### config.mk
export PLATFORM = sky130hd
export DESIGN_NAME = wexDecoder
export DESIGN_NICKNAME = d
export VERILOG_FILES = /design/src/hdl/bundleFmtPkg.sv /design/src/hdl/laneOpPkg.sv /design/src/hdl/bundleClassify.sv /design/src/hdl/opFieldDecode.sv /design/src/hdl/laneSteer.sv /design/src/hdl/wexDecoder.sv
export VERILOG_INCLUDE_DIRS = /design/src
export SDC_FILE = /design/constraint.sdc
export NUM_CORES = 1
export LEC_CHECK = 0
export ABC_AREA = 1
export BUFFER_PORTS_ARGS = -buffer_cell sky130_fd_sc_hd__buf_2
export CAP_MARGIN = 0
export CORE_UTILIZATION = 35
export CTS_CLUSTER_SIZE = 20
export DETAILED_ROUTE_END_ITERATION = 8
export GPL_TIMING_DRIVEN = 0
export SLEW_MARGIN = 30
export SYNTH_ARGS = -nofsm -noshare
export SYNTH_HDL_FRONTEND = slang
export SYNTH_SLANG_ARGS = --single-unit
### constraint.sdc
create_clock -name clock -period 2.02 [get_ports clock]
set_clock_uncertainty 0.1 [all_clocks]
set_input_delay 0.202 -clock clock [delete_from_list [all_inputs] [get_ports clock]]
set_output_delay 0.202 -clock clock [all_outputs]
set_load 0.02 [all_outputs]
### src/wexDecoder_params.svh
//####################
// Widths and fixed bit positions shared by the WEX bundle decoder.
// A bundle is always two 32-bit slots, and a 16-bit op sits in the low half.
// Register number 0 doubles as the empty-slot marker.
//####################
`ifndef WEX_DECODER_PARAMS_SVH
`define WEX_DECODER_PARAMS_SVH

`define WEX_WORD_BITS	32	// One instruction slot
`define GPR_ID_BITS		6
`define UCMD_BITS		6
`define IXT_BITS		3
`define IMM_BITS		33	// Sign-extended immediate

`define ZERO_REG		6'd0	// Unused register slot

// Prefix nibble in the low halfword
`define PFX_MSB			15
`define PFX_LSB			12
`define PFX_OP32		4'hF	// Unconditional 32-bit
`define PFX_PRED		4'hE	// Predicated 32-bit

// WEX flag bits
`define DF_BIT			10
`define DW_BIT			11
`define DW_QUAL_BIT		9	// Dw needs this bit as well

`endif

### src/hdl/bundleFmtPkg.sv
//####################
// Types for the fetched bundle after prefix classification.
// Word 0 is the low 32 bits of the fetch window.
//####################
`include "wexDecoder_params.svh"

package bundleFmtPkg;

	typedef enum logic [1:0]
	{
		Op16,
		Op32,
		Op32Pred
	} wordClassE;

	typedef enum logic [1:0]
	{
		SteerScalar,	// Word 0 alone in lane A
		SteerWide,		// Word 0 WEX, lanes swapped
		SteerInvalid	// Both words claim WEX
	} steerE;

	typedef struct packed
	{
		logic [`WEX_WORD_BITS-1:0]	word1;
		logic [`WEX_WORD_BITS-1:0]	word0;
		wordClassE					wordClass1;
		wordClassE					wordClass0;
		steerE						steer;
	} classBundleT;

endpackage

### src/hdl/laneOpPkg.sv
//####################
// Types for one decoded lane.
// Command and index class values other than the named ones pass through.
//####################
`include "wexDecoder_params.svh"

package laneOpPkg;

	typedef enum logic [`UCMD_BITS-1:0]
	{
		CmdNop		= 'h00,
		CmdInvOp	= 'h3F	// Raised for a bad bundle
	} uCmdE;

	typedef enum logic [`IXT_BITS-1:0]
	{
		IxtNormal	= 'd0,
		IxtWx		= 'd1	// Op spans both lanes
	} ixtClassE;

	typedef struct packed
	{
		logic [`GPR_ID_BITS-1:0]	regN;
		logic [`GPR_ID_BITS-1:0]	regM;
		logic [`GPR_ID_BITS-1:0]	regO;
		uCmdE						uCmd;
		ixtClassE					ixt;
		logic [`IMM_BITS-1:0]		imm;
	} laneOpT;

endpackage

### src/hdl/bundleClassify.sv
//####################
// Input stage. Classifies both words and picks the lane steering.
// The bundle register loads only on inValid and has no reset.
// WEX is recognised only while srWxe is set.
//####################
`timescale 1ns/1ps
`include "wexDecoder_params.svh"

module bundleClassify import bundleFmtPkg::*;
(
	input  logic						clock,
	input  logic						reset,
	input  logic						inValid,
	input  logic [2*`WEX_WORD_BITS-1:0]	bundleWord,
	input  logic						srWxe,
	output logic						stageValid,
	output classBundleT					bundle
);

	logic [`WEX_WORD_BITS-1:0]	word0;
	logic [`WEX_WORD_BITS-1:0]	word1;
	wordClassE					wordClass0;
	wordClassE					wordClass1;
	logic						wex0;
	logic						wex1;
	classBundleT				nextBundle;

	function automatic wordClassE classify(input logic [`WEX_WORD_BITS-1:0] w);
		logic [3:0] pfx;
		pfx = w[`PFX_MSB:`PFX_LSB];
		case (pfx)
			`PFX_OP32:	return Op32;
			`PFX_PRED:	return Op32Pred;
			default:	return Op16;
		endcase
	endfunction

	// Df only counts on unpredicated ops, Dw only on predicated ones
	function automatic logic isWex(
		input logic [`WEX_WORD_BITS-1:0]	w,
		input wordClassE					c,
		input logic							wxe
	);
		logic df;
		logic dw;
		df = w[`DF_BIT] && (c == Op32);
		dw = w[`DW_BIT] && w[`DW_QUAL_BIT] && (c == Op32Pred);
		return wxe && (df || dw);
	endfunction

	assign word0 = bundleWord[`WEX_WORD_BITS-1:0];
	assign word1 = bundleWord[2*`WEX_WORD_BITS-1:`WEX_WORD_BITS];

	assign wordClass0 = classify(word0);
	assign wordClass1 = classify(word1);
	assign wex0 = isWex(word0, wordClass0, srWxe);
	assign wex1 = isWex(word1, wordClass1, srWxe);

	always_comb
	begin
		nextBundle.word0		= word0;
		nextBundle.word1		= word1;
		nextBundle.wordClass0	= wordClass0;
		nextBundle.wordClass1	= wordClass1;
		if (wex0 && wex1)
			nextBundle.steer = SteerInvalid;
		else if (wex0)
			nextBundle.steer = SteerWide;
		else
			nextBundle.steer = SteerScalar;
	end

	always_ff @(posedge clock)
	begin
		if (reset)
			stageValid <= 1'b0;
		else
			stageValid <= inValid;
	end

	always_ff @(posedge clock)
	begin
		if (inValid)
			bundle <= nextBundle;	// Held between strobes
	end

	// A strobed fetch window must be fully defined
	assert property (@(posedge clock) disable iff (reset)
		inValid |-> !$isunknown(bundleWord));

endmodule

### src/hdl/opFieldDecode.sv
//####################
// Field extraction for one classified word, purely combinational.
// 32-bit forms give 5-bit registers, 16-bit forms give 4-bit registers.
//####################
`timescale 1ns/1ps
`include "wexDecoder_params.svh"

module opFieldDecode
	import bundleFmtPkg::*;
	import laneOpPkg::*;
(
	input  logic [`WEX_WORD_BITS-1:0]	word,
	input  wordClassE					wordClass,
	output laneOpT						op
);

	logic [9:0]	imm32;	// Raw immediate of the 32-bit form
	logic [7:0]	imm16;

	assign imm32 = word[25:16];
	assign imm16 = word[7:0];

	always_comb
	begin
		if (wordClass == Op16)
		begin
			op.regN	= {2'b00, word[3:0]};
			op.regM	= {2'b00, word[7:4]};
			op.regO	= `ZERO_REG;	// No third operand
			op.uCmd	= uCmdE'(word[15:10]);
			op.ixt	= IxtNormal;
			op.imm	= {{(`IMM_BITS-8){imm16[7]}}, imm16};
		end
		else
		begin
			// Predicated and unconditional share one layout
			op.regN	= {1'b0, word[4:0]};
			op.regM	= {1'b0, word[20:16]};
			op.regO	= {1'b0, word[25:21]};
			op.uCmd	= uCmdE'(word[31:26]);
			op.ixt	= ixtClassE'(word[7:5]);
			op.imm	= {{(`IMM_BITS-10){imm32[9]}}, imm32};	// Overlaps regM and regO
		end
	end

endmodule

### src/hdl/laneSteer.sv
//####################
// Output stage. Puts the two decodes into lanes A and B and registers them.
// Lane pairing assumes even/odd register pairs, register 0 stays unpaired.
// The lanes hold their value between strobes.
//####################
`timescale 1ns/1ps
`include "wexDecoder_params.svh"

module laneSteer
	import bundleFmtPkg::*;
	import laneOpPkg::*;
(
	input  logic	clock,
	input  logic	reset,
	input  logic	stageValid,
	input  steerE	steer,
	input  laneOpT	op0,
	input  laneOpT	op1,
	output logic	outValid,
	output laneOpT	laneA,
	output laneOpT	laneB
);

	laneOpT nextA;
	laneOpT nextB;

	// Even member goes to lane A, odd member to lane B
	function automatic logic [`GPR_ID_BITS-1:0] pairReg(
		input logic [`GPR_ID_BITS-1:0]	r,
		input logic						odd
	);
		if (r == `ZERO_REG)
			return `ZERO_REG;
		return {r[`GPR_ID_BITS-1:1], odd};
	endfunction

	always_comb
	begin
		nextA = '0;
		nextB = '0;
		case (steer)
			SteerWide:
			begin
				nextA = op1;	// Second word runs in lane A
				nextB = op0;
			end
			SteerScalar:
			begin
				nextA		= op0;
				nextB.regN	= `ZERO_REG;
				nextB.regM	= op0.regN;	// Lane B reads lane A's destination
				nextB.regO	= op0.regN;
				nextB.uCmd	= CmdNop;
				nextB.ixt	= IxtNormal;
			end
			default:
				nextA.uCmd = CmdInvOp;
		endcase

		if (steer != SteerInvalid && nextA.ixt == IxtWx)
		begin
			nextB.uCmd	= nextA.uCmd;
			nextB.ixt	= nextA.ixt;
			nextB.imm	= nextA.imm;
			nextB.regN	= pairReg(nextA.regN, 1'b1);
			nextB.regM	= pairReg(nextA.regM, 1'b1);
			nextB.regO	= pairReg(nextA.regO, 1'b1);
			nextA.regN	= pairReg(nextA.regN, 1'b0);
			nextA.regM	= pairReg(nextA.regM, 1'b0);
			nextA.regO	= pairReg(nextA.regO, 1'b0);
		end
	end

	always_ff @(posedge clock)
	begin
		if (reset)
		begin
			outValid	<= 1'b0;
			laneA		<= '0;
			laneB		<= '0;
		end
		else
		begin
			outValid <= stageValid;
			if (stageValid)
			begin
				laneA <= nextA;
				laneB <= nextB;
			end
		end
	end

	// One output strobe per stage-1 strobe, one cycle later
	assert property (@(posedge clock) disable iff (reset)
		outValid == $past(stageValid));

	assert property (@(posedge clock) reset |=> !outValid);

endmodule

### src/hdl/wexDecoder.sv
//####################
// Two-wide WEX bundle decoder, two cycles from inValid to outValid.
// A new bundle may arrive every cycle, there is no back-pressure.
//####################
`timescale 1ns/1ps
`include "wexDecoder_params.svh"

module wexDecoder
	import bundleFmtPkg::*;
	import laneOpPkg::*;
(
	input  logic						clock,
	input  logic						reset,
	input  logic						inValid,
	input  logic [2*`WEX_WORD_BITS-1:0]	bundleWord,
	input  logic						srWxe,
	output logic						outValid,
	output laneOpT						laneA,
	output laneOpT						laneB
);

	logic			stageValid;
	classBundleT	bundle;
	laneOpT			op0;
	laneOpT			op1;

	bundleClassify classify (
		.clock		(clock),
		.reset		(reset),
		.inValid	(inValid),
		.bundleWord	(bundleWord),
		.srWxe		(srWxe),
		.stageValid	(stageValid),
		.bundle		(bundle)
	);

	opFieldDecode decWord0 (
		.word		(bundle.word0),
		.wordClass	(bundle.wordClass0),
		.op			(op0)
	);

	opFieldDecode decWord1 (
		.word		(bundle.word1),
		.wordClass	(bundle.wordClass1),
		.op			(op1)
	);

	laneSteer steerOut (
		.clock		(clock),
		.reset		(reset),
		.stageValid	(stageValid),
		.steer		(bundle.steer),
		.op0		(op0),
		.op1		(op1),
		.outValid	(outValid),
		.laneA		(laneA),
		.laneB		(laneB)
	);

endmodule

==> results of run 1 <==
final cells by class:
cell class,instances,area share
Sequential cell,136,0.3860
Multi-Input combinational cell,439,0.2428
Timing Repair Buffer,244,0.1750
Buffer,88,0.06795
Clock buffer,18,0.04897
Tap cell,225,0.03212
Inverter,69,0.02998
Clock inverter,14,0.01713
tightest hold or removal path, stage by stage:
cell	delay, ns
buf_2	0.07
nand2_1	0.06
nor2_1	0.09
what timing repair did:
item	CTS	global route
hold buffers	60	0
gates resized for setup	6	44
buffers inserted	0	5
setup endpoints to repair	8	28
pin swaps	0	4
endpoints found under the hold margin	60	0
state kept, by name (all words and copies together), names as in the netlist:
register	flops
classify.stageValid	1
steerOut.outValid	1
steerOut.laneB	34
classify.bundle	66
steerOut.laneA	34
through the flow:
stage	TNS (ns)	setup slack, ns	total power, µW	hold WS (ns)
after floorplan	0	0.4031	3832	0.2009
after global placement	-0.1981	-0.05988	4243	0.2794
after detailed placement	-0.3519	-0.1133	4244	0.2801
after CTS	-0.01534	-0.009787	7365	0.0009569
after global routing	-0.1087	-0.04069	7645	0.04043
final	0	0.04947	7374	0.02100
layer usage:
layer | vias to the layer above | GRT usage
li1 | 2868 | -
met1 | 2618 | 0.3027
met2 | 233 | 0.3413
met3 | 15 | 0.04003
met4 | 0 | 0.06617
met5 | - | 0
worst max path at each step:
stage | end | from | cells after the start | slack, ns
2_1_floorplan | steerOut.laneB[43] | classify.bundle[3] | 9 | 0.40
3_3_place_gp | steerOut.laneB[48] | classify.bundle[5] | 8 | -0.06
3_5_place_dp | steerOut.laneB[42] | classify.bundle[2] | 10 | -0.11
4_1_cts | steerOut.laneB[42] | classify.bundle[2] | 10 | -0.01
5_1_grt | steerOut.laneB[45] | classify.bundle[5] | 9 | -0.04
6_report | steerOut.laneB[44] | classify.bundle[1] | 8 | 0.05
layout by cell type (no fill, tap or decap), types with 8 or more instances in the layout:
master,synthesis,final
buf_2,13,185
nand2_1,171,169
dfxtp_1,70,70
edfxtp_1,66,66
inv_1,64,63
nor2_1,65,62
buf_4,54,61
dlygate4sd3_1,0,60
nand3_1,57,53
o21ai_0,49,36
a21oi_1,34,33
clkbuf_1,17,17
clkbuf_16,0,17
o211ai_1,15,15
o21ai_1,5,12
a31oi_1,9,8
power by group through the flow:
stage	logic (µW)	clock network, µW	registers (µW)
after detailed placement	1010	0	3240
after floorplan	545	0	3290
after global routing	1250	3200	3200
final	1150	3040	3180
after CTS	1100	3090	3180
after global placement	1010	0	3230
kinds of logic (layout without fill, tap and decap cells):
kind of cell,count (synthesis),count (layout),share of synthesized area
AO/OA/AOI/OAI,123,123,0.1120
buffers and inverters,157,433,0.1332
flip-flops,136,136,0.5425
other,1,6,0.0006013
AND/OR/NAND/NOR,310,310,0.2117
==> metrics.md, run 1 <==
| Metric | Value |
|---|---|
| FF+latch count, synth | `136` |
| Max incr delay on CP | `0.46 ns` |
| Multi-input logic area | `2128 µm²` |
| Met3 WL post-DR | `1196 µm` |
| Hold path endpoint | `classify.bundle[0]` |
| Cell count after synthesis | `727` |
| Net Switching | `2032 µW` |
| ANT nets after route | `0` |
| Max layer used | `met4` |
| Sequential share of power | `0.431` |
| DRC violations left | `0` |
| Post-synth ARST share | `0` |
| Clock Tree Buf Depth | `2` |
| Initial core utilization | `0.3593` |
| Fill count | `1688` |
| Die outline width | `135.5 µm` |
| Synth Cell Area | `6236 µm²` |
| Core Box Area | `17360 µm²` |
| Max-slew violations | `0` |
| Crit path required time | `2.20 ns` |
| R2R Path End | `steerOut.laneB[44]` |
| Maxcap violations | `0` |
| Via count | `5734` |
| Row cnt | `48` |
| Crit. End Element | `register` |
| Crit share post-route | `0.9755` |
| Power Internal | `5343 µW` |
| Leakage | `0.004262 µW` |
| Largest delay share family, worst path | `compound AO/OA/AOI/OAI gates` |
| Distinct cell type count of the synthesized netlist | `35` |
| Sw Share | `0.2755` |
| Cell with the most instances after synthesis | `nand2_1` |
| Placed Instance Area | `7435 µm²` |
| Post-synth EDFFs | `66` |
| Worst Setup Start Kind | `register` |
| Highest clock rate | `0.5075 GHz` |
| Critical Path Slowest Stage Cell | `edfxtp_1` |
| Reg area | `3383 µm²` |
| Worst hold stages | `3` |
| H-tree Lvls | `4` |
| Slew headroom | `0.4530` |
| Ys Warns | `0` |
| Outcome | `finished, final reports clean` |
| Fin util | `0.5050` |
| Reg2reg setup slack | `0.05 ns` |
| WL met1 | `9221 µm` |
| Measured slew at the worst slew-check pin | `0.8205 ns` |
| Top_reg_cell synth | `dfxtp_1` |
| Post-synth top area share | `0.3178` |
| Register area share after synthesis | `0.5425` |
| Critical path buffer and inverter count | `2` |
| Vias per Instance | `4.650` |
| Max rail drop VDD | `0.5707 mV` |
| Vias in the first global route | `5136` |
| Final cell count without fillers | `1233` |
| Port buffer count | `179` |
| Io pins | `189` |
| Die Footprint | `18350 µm²` |
| CTS sink cnt | `136` |
| Global-route wire length before repair | `29260 µm` |
| Ranking of synthesized cells by area | `edfxtp_1 (32%), dfxtp_1 (22%), nand2_1 (10%)` |
| Final WL | `19680 µm` |
| Area grow syn2layout | `40.55%` |
| Setup Viol. Count Final | `0` |
| Clock buffer count from CTS | `17` |
| Syn_area_per_cell | `8.578 µm²` |
| Worst Path Max Fanout | `10` |
| CTS root buf | `clkbuf_16` |
| WL/cell | `15.96 µm` |
| Initial drt markers | `450` |
| Post-route cell area | `8765 µm²` |
| Yosys top cell by area | `edfxtp_1` |
| Worst EP arrival | `2.15 ns` |
| Placed Cells | `1136` |
| Global route overflow | `0` |
| Initial antenna violation count | `0` |
| Die Y | `135.5 µm` |
| RD Place Congestion | `0.9099` |
| R2R Path Start | `classify.bundle[1]` |
| Ant diodes | `0` |
| DP HPWL | `14850 µm` |
| Minimum clock period | `1.971 ns` |
| Cell Chain, Critical Path | `nor2_2, buf_6, nand3_1, o21ai_4, nand2_4, buf_4, o211ai_1, a21oi_1` |
| Met2 wire len | `8997 µm` |
| Startpoint of the worst hold path | `srWxe` |
| PwrDens | `841.4 nW/µm²` |
| Worst min path class | `input pin to register` |
| RSZ-0062 raised after global routing | `yes` |
| TritonCTS clock tree | `yes` |
| DRT Pass-1 Iters | `5` |
| Reg clk slew, reported paths | `0.07 ns` |
| Nets | `1063` |
| Worst R2R Path Depth | `8` |
| Crit Path Class | `register to register` |
| Share of layout cells above drive strength 1 | `0.3194` |
| GRT Resource Usage Total | `0.2173` |
| Largest net degree at the start of global routing | `68` |
| Clk Latency, worst-skew pair | `0.43 ns` |
| Power share of the clock group | `0.413` |
| Hold Vio Cnt, Final | `0` |
| Commonest cells post-synth | `nand2_1 (171), dfxtp_1 (70), edfxtp_1 (66)` |
| Comb power frac | `0.156` |
No activity file was read; power rests on OpenSTA's default activity.
==> inputs of run 2 (changes only) <==
MAX_ROUTING_LAYER = met4   (was default)
==> metrics.md, run 2 (synthesized netlist as in run 1, its figures left out) <==
| Metric | Value |
|---|---|
| WL/cell | `16.01 µm (+0.32%)` |
| DRC violations left | `0 (unchanged)` |
| Core Box Area | `17360 µm² (unchanged)` |
| Initial antenna violation count | `0 (unchanged)` |
| Share of layout cells above drive strength 1 | `0.3224 (+0.002976)` |
| Minimum clock period | `1.955 ns (-0.01548 ns)` |
| Most frequent cells in the layout | `buf_2 (185), nand2_1 (170), dfxtp_1 (68), edfxtp_1 (66)` |
| Nets | `1063 (unchanged)` |
| Fin util | `0.5048 (about the same)` |
| Critical path buffer and inverter count | `2 (unchanged)` |
| Pre-CTS setup slack | `-0.07960 ns (+0.03367 ns)` |
| Initial drt markers | `397 (-12%)` |
| Vias per Instance | `4.645 (-0.12%)` |
| Worst hold stages | `3 (unchanged)` |
| Measured slew at the worst slew-check pin | `0.8443 ns (+0.02377 ns)` |
| Final Power | `7260 µW (-1.6%)` |
| Largest net degree at the start of global routing | `68 (unchanged)` |
| Setup Viol. Count Final | `0 (unchanged)` |
| Max incr delay on CP | `0.42 ns (-0.04 ns)` |
| Worst Setup Start Kind | `register` |
| CTS root buf | `clkbuf_16` |
| Most used cell, CP | `nand2_4` |
| Largest registers | `classify.bundle (66), steerOut.laneA (34), steerOut.laneB (34)` |
| Reg clk slew, reported paths | `0.06 ns (about the same)` |
| ANT nets after route | `0 (unchanged)` |
| CTS sink cnt | `136 (unchanged)` |
| Clock Tree Buf Depth | `2 (unchanged)` |
| RSZ-0062 raised after global routing | `yes` |
| Global route overflow | `0 (unchanged)` |
| R2R Path End | `steerOut.laneB[45]` |
| Final cell count without fillers | `1233 (unchanged)` |
| Max reg flops | `66 (unchanged)` |
| Outcome | `finished, final reports clean` |
| Max-slew violations | `0 (unchanged)` |
| DRT Pass-1 Iters | `7 (+2)` |
| Worst EP arrival | `2.14 ns (about the same)` |
| Port buffer count | `179 (unchanged)` |
| GRT Resource Usage Total | `0.2283 (+0.01094)` |
| Fill count | `1701 (+0.77%)` |
| R2R Path Start | `classify.bundle[4]` |
| Highest clock rate | `0.5115 GHz (+0.79%)` |
| Initial core utilization | `0.3593 (unchanged)` |
| RD Place Congestion | `0.9266 (+1.8%)` |
| Row cnt | `48 (unchanged)` |
| Max rail drop VDD | `0.6138 mV (+7.6%)` |
| Maxcap violations | `0 (unchanged)` |
| Critical path origin | `classify.bundle[4]` |
| Worst R2R Path Depth | `9 (+1)` |
| Die outline width | `135.5 µm (unchanged)` |
| Worst Path Max Fanout | `10 (unchanged)` |
| Via count | `5727 (-0.12%)` |
| Vias in the first global route | `5219 (+1.6%)` |
| Most common cell after layout, fill and taps aside | `buf_2` |
| DP HPWL | `14980 µm (+0.87%)` |
| Io pins | `189 (unchanged)` |
| Largest delay share family, worst path | `simple AND/OR/NAND/NOR gates` |
| Critical Path Slowest Stage Cell | `edfxtp_1` |
| Cell Chain, Critical Path | `inv_1, nand2_1, nand3_1, nand2_4, nor2_8, nand2_4, buf_4, o211ai_1, a21oi_1` |
| Worst min path class | `input pin to register` |
| Clk Latency, worst-skew pair | `0.42 ns (about the same)` |
| Top reg by flops | `classify.bundle` |
| Leakage | `0.004241 µW (-0.49%)` |
| Ant diodes | `0 (unchanged)` |
| Crit share post-route | `0.9678 (-0.007664)` |
| Crit. End Element | `register` |
| Setup TNS | `0 ns (unchanged)` |
| TritonCTS clock tree | `yes` |
| Final WL | `19740 µm (+0.32%)` |
| WP depth | `9 (+1)` |
| Die Y | `135.5 µm (unchanged)` |
| Crit path required time | `2.21 ns (about the same)` |
| PwrDens | `828.6 nW/µm² (-1.5%)` |
| Hold Vio Cnt, Final | `0 (unchanged)` |
| Clock buffer count from CTS | `17 (unchanged)` |
| Die Footprint | `18350 µm² (unchanged)` |
| Critical path destination | `steerOut.laneB[45]` |
| Global-route wire length before repair | `29770 µm (+1.8%)` |
| H-tree Lvls | `4 (unchanged)` |
| Slew headroom | `0.4371 (-0.01585)` |
| Placed Cells | `1136 (unchanged)` |
| Setup ws final | `0.06496 ns (+0.01548 ns)` |
| Reg2reg setup slack | `0.06 ns (+0.02 ns)` |
| Crit Path Class | `register to register` |
| Area grow syn2layout | `40.49% (about the same)` |
-- run 2: timing repair --
action | CTS | global route
setup buffers | 0 | 5
endpoints found under the setup margin | 8 | 66
gates resized for setup | 5 | 48
hold buffers | 60 | 0
pin swaps | 0 | 3
endpoints found under the hold margin | 61 | 0
-- run 2: stage by stage --
stage / instance area, µm² / hold slack [ns]
detailed placement: 7435 / 0.2801
global route: 8761 / 0.05873
global placement: 7432 / 0.2798
floorplan: 6255 / 0.2009
CTS: 8593 / 0.03259
finish: 8761 / 0.05375
-- run 2: cell type report --
class                           instances  area, µm²  share of cell area
Clock buffer                           19      432.9             0.04941
Buffer                                 88      595.6             0.06798
Sequential cell                       136       3386              0.3865
Clock inverter                         13      122.6             0.01400
Inverter                               69      266.5             0.03042
Tap cell                              225      281.5             0.03213
Multi-Input combinational cell        439       2127              0.2428
Timing Repair Buffer                  244       1549              0.1768
-- run 2: tightest hold or removal path: cells and delay by family --
kind            cells  cell delay, ns
compound gates      1            0.11
buf+inv             1            0.08
simple gates        1            0.07
-- run 2: where the power goes --
group          internal, µW  switching [µW]
registers              3080             101
clock network          1700            1220
logic                   449             710
total                  5230            2030
-- run 2: how the worst min path moves through the flow --
stage                        start                  end  slack (ns)
global placement    bundleWord[51]  classify.bundle[57]        0.28
global route                 srWxe   classify.bundle[0]        0.06
detailed placement  bundleWord[32]  classify.bundle[38]        0.28
CTS                          srWxe   classify.bundle[1]        0.03
finish                       srWxe   classify.bundle[1]        0.05
floorplan            bundleWord[4]  classify.bundle[10]        0.20
-- run 2: layer usage --
metal	vias to the layer above	part of all wire	global-route usage	wire length [µm]
met2	192	0.46	0.3550	9115
met3	16	0.058	0.04078	1138
met1	2648	0.47	0.3062	9271
met4	0	0.011	0.05868	212
li1	2871	-	-	-
met5	-	0	-	0
